## src/rtl/uart_bridge_pkg.sv

```systemverilog
package uart_bridge_pkg;

  // Opcode bytes as they arrive on the serial line
  typedef enum logic [7:0] {
    OP_READ  = 8'h52,  // 'R', opcode then address
    OP_WRITE = 8'h57   // 'W', opcode, address, then data
  } opcode_e;

  // Decoded command, decoder to register bank
  typedef struct packed {
    opcode_e    op;
    logic [3:0] addr;
    logic [7:0] wdata;  // Zero for reads
  } bridge_cmd_t;

  // One reply byte towards the transmitter
  typedef struct packed {
    logic [7:0] data;
  } bridge_resp_t;

  // Reply bytes
  localparam logic [7:0] ACK_BYTE = 8'h06;
  localparam logic [7:0] NAK_BYTE = 8'h15;

  // Register file size, addresses wrap at this count
  localparam int REG_COUNT = 16;

endpackage

```

## src/rtl/uart_receiver.sv

```systemverilog
`timescale 1ns/100ps

module uart_receiver #(
  parameter logic [15:0] WTIME = 16'h28B0
) (
  input  logic       clk,
  input  logic       nrst,
  input  logic       rx_i,
  output logic       byte_valid_o,
  output logic [7:0] byte_data_o
);

  typedef enum logic {
    RX_SLEEP,
    RX_RUN
  } rx_state_e;

  rx_state_e   state;
  logic        rx_meta;
  logic        rx_sync;
  logic [15:0] counter;
  logic [3:0]  index;    // 0 start, 1..8 data, 9 stop
  logic [7:0]  shift_buf;
  logic        bit_tick;
  logic        data_bit;
  logic        stop_ok;

  // Counter hits zero near the middle of each bit
  assign bit_tick = (state == RX_RUN) && (counter == 16'd0);
  assign data_bit = (index >= 4'd1) && (index <= 4'd8);
  assign stop_ok  = bit_tick && (index == 4'd9) && rx_sync;

  always_ff @(posedge clk) begin
    if (!nrst) begin
      rx_meta      <= 1'b1;
      rx_sync      <= 1'b1;
      state        <= RX_SLEEP;
      counter      <= '0;
      index        <= '0;
      byte_valid_o <= 1'b0;
    end else begin
      rx_meta      <= rx_i;
      rx_sync      <= rx_meta;
      byte_valid_o <= stop_ok;

      case (state)
        RX_SLEEP: begin
          if (!rx_sync) begin  // Falling start edge
            state   <= RX_RUN;
            counter <= {1'b0, WTIME[15:1]};
            index   <= '0;
          end
        end
        RX_RUN: begin
          if (bit_tick) begin
            counter <= WTIME - 16'd1;
            index   <= index + 4'd1;
            // Stop bit done, or start bit was only a glitch
            if ((index == 4'd9) || ((index == 4'd0) && rx_sync)) begin
              state <= RX_SLEEP;
            end
          end else begin
            counter <= counter - 16'd1;
          end
        end
        default: state <= RX_SLEEP;
      endcase
    end
  end

  // LSB arrives first
  always_ff @(posedge clk) begin
    if (bit_tick && data_bit) begin
      shift_buf <= {rx_sync, shift_buf[7:1]};
    end
    if (stop_ok) begin
      byte_data_o <= shift_buf;
    end
  end

endmodule

```

## src/rtl/command_decoder.sv

```systemverilog
`timescale 1ns/100ps

module command_decoder (
  input  logic                        clk,
  input  logic                        nrst,
  input  logic                        byte_valid_i,
  input  logic [7:0]                  byte_data_i,
  output logic                        cmd_valid_o,
  output uart_bridge_pkg::bridge_cmd_t cmd_o,
  output logic                        nak_valid_o
);

  typedef enum logic [1:0] {
    DEC_WAIT_OP,
    DEC_WAIT_ADDR,
    DEC_WAIT_DATA
  } dec_state_e;

  dec_state_e                state;
  uart_bridge_pkg::opcode_e  op_q;
  logic [3:0]                addr_q;
  logic                      op_legal;
  logic                      op_byte;
  logic                      cmd_done;

  assign op_legal = (byte_data_i == uart_bridge_pkg::OP_WRITE) ||
                    (byte_data_i == uart_bridge_pkg::OP_READ);
  assign op_byte  = byte_valid_i && (state == DEC_WAIT_OP);

  // Address completes a read, data completes a write
  assign cmd_done = byte_valid_i &&
                    (((state == DEC_WAIT_ADDR) && (op_q == uart_bridge_pkg::OP_READ)) ||
                     (state == DEC_WAIT_DATA));

  always_ff @(posedge clk) begin
    if (!nrst) begin
      state       <= DEC_WAIT_OP;
      cmd_valid_o <= 1'b0;
      nak_valid_o <= 1'b0;
    end else begin
      cmd_valid_o <= cmd_done;
      nak_valid_o <= op_byte && !op_legal;  // Refused at once
      if (byte_valid_i) begin
        case (state)
          DEC_WAIT_OP: begin
            if (op_legal) begin
              state <= DEC_WAIT_ADDR;
            end
          end
          DEC_WAIT_ADDR: begin
            state <= (op_q == uart_bridge_pkg::OP_WRITE) ? DEC_WAIT_DATA : DEC_WAIT_OP;
          end
          DEC_WAIT_DATA: state <= DEC_WAIT_OP;
          default:       state <= DEC_WAIT_OP;
        endcase
      end
    end
  end

  always_ff @(posedge clk) begin
    if (op_byte && op_legal) begin
      op_q <= uart_bridge_pkg::opcode_e'(byte_data_i);
    end
    if (byte_valid_i && (state == DEC_WAIT_ADDR)) begin
      addr_q <= byte_data_i[3:0];  // Upper address bits ignored
    end
    if (cmd_done) begin
      cmd_o.op    <= op_q;
      cmd_o.addr  <= (state == DEC_WAIT_ADDR) ? byte_data_i[3:0] : addr_q;
      cmd_o.wdata <= (state == DEC_WAIT_DATA) ? byte_data_i : 8'h00;
    end
  end

endmodule

```

## src/rtl/register_bank.sv

```systemverilog
`timescale 1ns/100ps

module register_bank (
  input  logic                          clk,
  input  logic                          nrst,
  input  logic                          cmd_valid_i,
  input  uart_bridge_pkg::bridge_cmd_t  cmd_i,
  input  logic                          nak_valid_i,
  output logic                          resp_valid_o,
  output uart_bridge_pkg::bridge_resp_t resp_o
);

  logic [7:0] regs [uart_bridge_pkg::REG_COUNT];
  logic       wr_en;

  assign wr_en = cmd_valid_i && (cmd_i.op == uart_bridge_pkg::OP_WRITE);

  always_ff @(posedge clk) begin
    if (!nrst) begin
      for (int i = 0; i < uart_bridge_pkg::REG_COUNT; i++) begin
        regs[i] <= 8'h00;
      end
      resp_valid_o <= 1'b0;
    end else begin
      if (wr_en) begin
        regs[cmd_i.addr] <= cmd_i.wdata;
      end
      resp_valid_o <= cmd_valid_i || nak_valid_i;  // Never both in one cycle
    end
  end

  // Reply byte, read data is the value before any write
  always_ff @(posedge clk) begin
    if (nak_valid_i) begin
      resp_o.data <= uart_bridge_pkg::NAK_BYTE;
    end else if (cmd_valid_i) begin
      case (cmd_i.op)
        uart_bridge_pkg::OP_WRITE: resp_o.data <= uart_bridge_pkg::ACK_BYTE;
        uart_bridge_pkg::OP_READ:  resp_o.data <= regs[cmd_i.addr];
        default:                   resp_o.data <= uart_bridge_pkg::NAK_BYTE;
      endcase
    end
  end

endmodule

```

## src/rtl/uart_transmitter.sv

```systemverilog
`timescale 1ns/100ps

module uart_transmitter #(
  parameter logic [15:0] WTIME = 16'h28B0
) (
  input  logic                          clk,
  input  logic                          nrst,
  input  logic                          resp_valid_i,
  input  uart_bridge_pkg::bridge_resp_t resp_i,
  output logic                          tx_o
);

  typedef enum logic {
    TX_IDLE,
    TX_SEND
  } tx_state_e;

  tx_state_e   state;
  logic [9:0]  shift_reg;  // {stop, data, start}, bit 0 on the line
  logic [15:0] counter;
  logic [3:0]  bit_cnt;
  logic        bit_end;

  assign bit_end = (state == TX_SEND) && (counter == 16'd0);
  assign tx_o    = shift_reg[0];

  always_ff @(posedge clk) begin
    if (!nrst) begin
      state     <= TX_IDLE;
      shift_reg <= '1;  // Line idles high
      counter   <= '0;
      bit_cnt   <= '0;
    end else begin
      case (state)
        TX_IDLE: begin
          if (resp_valid_i) begin
            state     <= TX_SEND;
            shift_reg <= {1'b1, resp_i.data, 1'b0};
            counter   <= WTIME - 16'd1;
            bit_cnt   <= '0;
          end
        end
        TX_SEND: begin
          if (bit_end) begin
            shift_reg <= {1'b1, shift_reg[9:1]};  // Next bit, LSB first
            counter   <= WTIME - 16'd1;
            bit_cnt   <= bit_cnt + 4'd1;
            if (bit_cnt == 4'd9) begin
              state <= TX_IDLE;  // Stop bit complete
            end
          end else begin
            counter <= counter - 16'd1;
          end
        end
        default: state <= TX_IDLE;
      endcase
    end
  end

endmodule

```

## src/rtl/uart_bridge_top.sv

```systemverilog
`timescale 1ns/100ps

module uart_bridge_top #(
  parameter logic [15:0] WTIME = 16'h28B0  // Bit time in clock cycles
) (
  input  logic clk,
  input  logic nrst,
  input  logic rx_i,
  output logic tx_o
);

  logic                          byte_valid;
  logic [7:0]                    byte_data;
  logic                          cmd_valid;
  uart_bridge_pkg::bridge_cmd_t  cmd;
  logic                          nak_valid;
  logic                          resp_valid;
  uart_bridge_pkg::bridge_resp_t resp;

  uart_receiver #(.WTIME(WTIME)) u_receiver (
    .clk          (clk),
    .nrst         (nrst),
    .rx_i         (rx_i),
    .byte_valid_o (byte_valid),
    .byte_data_o  (byte_data)
  );

  command_decoder u_decoder (
    .clk          (clk),
    .nrst         (nrst),
    .byte_valid_i (byte_valid),
    .byte_data_i  (byte_data),
    .cmd_valid_o  (cmd_valid),
    .cmd_o        (cmd),
    .nak_valid_o  (nak_valid)
  );

  register_bank u_bank (
    .clk          (clk),
    .nrst         (nrst),
    .cmd_valid_i  (cmd_valid),
    .cmd_i        (cmd),
    .nak_valid_i  (nak_valid),
    .resp_valid_o (resp_valid),
    .resp_o       (resp)
  );

  uart_transmitter #(.WTIME(WTIME)) u_transmitter (
    .clk          (clk),
    .nrst         (nrst),
    .resp_valid_i (resp_valid),
    .resp_i       (resp),
    .tx_o         (tx_o)
  );

endmodule

```

## config.mk

```make
export PLATFORM = sky130hd
export DESIGN_NAME = uart_bridge_top
export DESIGN_NICKNAME = d
export VERILOG_FILES = /design/src/rtl/uart_bridge_pkg.sv /design/src/rtl/uart_receiver.sv /design/src/rtl/command_decoder.sv /design/src/rtl/register_bank.sv /design/src/rtl/uart_transmitter.sv /design/src/rtl/uart_bridge_top.sv
export SDC_FILE = /design/constraint.sdc
export NUM_CORES = 1
export LEC_CHECK = 0
export ABC_AREA = 1
export BUFFER_PORTS_ARGS = -buffer_cell sky130_fd_sc_hd__buf_2
export CORE_MARGIN = 2
export CORE_UTILIZATION = 50
export CTS_CLUSTER_SIZE = 24
export DETAILED_ROUTE_END_ITERATION = 10
export PLACE_DENSITY_LB_ADDON = 0.1
export SYNTH_ARGS = -nofsm -noshare
export SYNTH_HDL_FRONTEND = slang
export SYNTH_HIERARCHICAL = 1
export SYNTH_SLANG_ARGS = --single-unit
export TNS_END_PERCENT = 30
```

## constraint.sdc

```tcl
create_clock -name clk -period 4.2 [get_ports clk]
set_input_delay 0.21 -clock clk [delete_from_list [all_inputs] [get_ports clk]]
set_output_delay 0.21 -clock clk [all_outputs]
set_load 0.01 [all_outputs]
```

==> impl_metrics.json <==
{
  "grt_max_degree": 40,
  "drc": 0,
  "worstSetupPathType": "reg -> reg",
  "switching_power_mw": 1.17,
  "cts_resized": 0,
  "total_power_mw": 5.26,
  "largestRegisters": "u_bank/regs (128), u_decoder/cmd_o (20)",
  "root_buffer": "clkbuf_16",
  "detail_route.wl_per_cell_microns": 16.6,
  "grt_pass1_wl_microns": 40700,
  "skew_ns": 0.0153,
  "synthesis.nets": 1217,
  "grt_pass1_vias": 7604,
  "drt_wl_total_microns": 25100,
  "synthArstFlopShare_pct": 0,
  "ff2ff_path_depth": 5,
  "layout-drive-gt1-share_pct": 9.82,
  "hold_class": "in -> reg",
  "fillCellCount": 1955,
  "crit_path_start": "u_decoder/cmd_o[8]",
  "maxSlewViolCount": 0,
  "power_density_nw_per_um2": 429,
  "path_max_fanout": 20,
  "comb_power_share_pct": 5.4,
  "min_period_ns": 2.83,
  "peakVddDrop_mv": 0.376,
  "start_util_pct": 51.1,
  "largest_reg_flops": 128,
  "worstPathArrival_ns": 3.04,
  "synth-seq-cells": 243,
  "dieArea_sq_um": 23500,
  "drt_iter0_drc": 589,
  "cts_tree": "built",
  "hold_viol": 0,
  "netlist_instances": 1207,
  "fin_nets": 1221,
  "final.setup.tns_ns": 0,
  "antenna_found_initial": 0,
  "port_buffers": 3,
  "ys_seq_area_share_pct": 59.5,
  "fmax_mhz": 353,
  "seq_area_sq_um": 6630,
  "setup_viol": 0,
  "dp_slack_ns": 1.43,
  "sequentialPowerShare_pct": 50.6,
  "clk_pin_slew_worst_paths_ns": 0.06,
  "cp_top_family": "simple AND/OR/NAND/NOR gates",
  "fin_ws_ns": 1.37,
  "synth.avg_cell_area_sq_um": 9.23,
  "synth_cell_types": 47,
  "start_kind": "flip-flop",
  "die_x_microns": 153,
  "multi_input_area_sq_um": 3950,
  "io_pins": 4,
  "clkSinkCount": 243,
  "tightest_slew_ns": 0.909,
  "clock_path_buffers": 3,
  "vias_per_cell": 5.27,
  "routabilityCongestion": 0.853,
  "sw_frac_of_total_pct": 22.2,
  "leakagePower_nw": 5.23,
  "crit_slowest_cell": "edfxtp_1",
  "h-tree-depth": 1,
  "detailed_place_hpwl_microns": 16600,
  "rsz0062_at_grt": "no",
  "dr.pass1.iters": 5,
  "clock_latency_ns": 0.54,
  "cts_buffers": 27,
  "cap_violations": 0,
  "post-cts-setup-buffers": 0,
  "p_int_mw": 4.09,
  "crit_path_end_kind": "flip-flop",
  "place_area_sq_um": 11400,
  "num_rows": 54,
  "r2r-end": "u_bank/regs[13][5]",
  "clkPwrFrac_pct": 44.0,
  "syn-cell-area_sq_um": 11100,
  "synth_ff_type": "edfxtp_1",
  "hold_start": "nrst",
  "globalRouteOverflowTotal": 0,
  "path_buf_inv": 2,
  "r2r-start": "u_decoder/cmd_o[8]",
  "crit_chain": "clkinv_1 -> nor2_2 -> buf_4 -> nand4_2 -> nand2_1",
  "postCtsHoldBufs": 1,
  "regToRegSetupSlack_ns": 1.37,
  "final_cell_area_sq_um": 12300,
  "drt.antenna.violating_nets": 0,
  "relSlewSlack_pct": 39.3,
  "top_register": "u_bank/regs",
  "outcome": "completed",
  "cp_num_cells": 5,
  "slowest_delay_ns": 0.79,
  "required_ns": 4.40,
  "yosysWarnings": 6,
  "fin_crit_sh_pct": 67.4,
  "grt_usage_pct": 21.7,
  "area_growth_pct": 10.1,
  "vias": 7970,
  "endpoint": "u_bank/regs[13][5]",
  "synth_enable_flop_cells": 176,
  "die_y_microns": 153,
  "diodes": 0,
  "fp.coreArea_sq_um": 21800
}
==> stage by stage <==
stage | util, % | hold slack [ns] | cells
2_1_floorplan | - | 0.315 | 1207
3_3_place_gp | 52.2 | 0.396 | 1461
3_5_place_dp | 52.2 | 0.402 | 1461
4_1_cts | 56.2 | 0.0517 | 1512
5_1_grt | 56.2 | 0.0785 | 1512
6_report | 56.2 | 0.0621 | 1512
==> worst reg2reg max path, stage by stage, from the launching register on <==
cell and delay [ns]:
edfxtp_1 0.79, clkinv_1 0.22, nor2_2 0.54, buf_4 0.34, nand4_2 0.25, nand2_1 0.36
==> cells in the final DEF, fill, tap and decap left out, drive strengths merged, types with 2 or more instances in the layout <==
| cell type | synthesis | final |
|---|---|---|
| nand2 | 385 | 385 |
| nor2 | 237 | 237 |
| edfxtp | 176 | 176 |
| inv | 96 | 97 |
| dfxtp | 67 | 67 |
| nand3 | 56 | 56 |
| nand4 | 48 | 48 |
| a21oi | 35 | 35 |
| clkbuf | 16 | 34 |
| o21ai | 27 | 27 |
| buf | 22 | 12 |
| clkinv | 1 | 11 |
| xor2 | 7 | 7 |
| ha | 7 | 7 |
| a22oi | 5 | 5 |
| nor3 | 5 | 5 |
| or2 | 4 | 4 |
| bufinv | 0 | 3 |
| clkinvlp | 0 | 2 |
| xnor2 | 2 | 2 |
| o211ai | 2 | 2 |
| a31oi | 2 | 2 |
==> Yosys cell counts, drive strengths merged (7+ instances only) <==
master,n,area (sq um)
xor2,7,61.3
dfxtp,67,1340
nand3,56,310
clkbuf,16,60.1
inv,96,360
a21oi,35,190
nand2,385,1480
o21ai,27,135
nand4,48,488
nor2,237,965
buf,22,146
edfxtp,176,5290
ha,7,87.6
==> cell type report <==
class | instances | area share (%)
inverter | 97 | 2.97
tap | 280 | 2.86
timing repair buffer | 13 | 0.857
sequential | 243 | 54.0
clock inverter | 16 | 1.33
clock buffer | 34 | 5.80
multi-input combinational | 829 | 32.2
==> worst min-delay path by stage <==
stage	to	slack (ns)	depth (start not counted)
5_1_grt	u_transmitter/shift_reg[1]	0.08	2
3_3_place_gp	u_receiver/rx_sync	0.40	1
4_1_cts	u_transmitter/shift_reg[5]	0.05	2
2_1_floorplan	u_receiver/counter[3]	0.31	2
3_5_place_dp	u_receiver/rx_meta	0.40	2
6_report	u_transmitter/shift_reg[5]	0.06	2
==> cells by family (layout without fill, tap and decap cells) <==
group	count (synthesis)	count (layout)	synth area share (%)
buf+inv	135	160	5.12
simple gates	738	738	30.0
xor+xnor	9	9	0.708
compound gates	75	75	3.91
flops	243	243	59.5
fa+ha+maj	7	7	0.786
==> metal layers <==
layer	wire length [microns]	global-route usage [%]	part of all wire (%)
met4	578	6.35	2.3
met1	11600	32.2	46
met5	0	0	0
met3	1560	2.84	6.2
met2	11300	33.6	45
==> power by group through the flow <==
stage / Sequential, mW / Clock [mW] / Combinational [mW]
6_report: 2.66 / 2.31 / 0.283
2_1_floorplan: 2.69 / 0 / 0.233
5_1_grt: 2.67 / 2.45 / 0.331
3_5_place_dp: 2.71 / 0 / 0.283
4_1_cts: 2.66 / 2.37 / 0.286
3_3_place_gp: 2.71 / 0 / 0.280
Note: power is estimated with default switching activity, not from simulation.
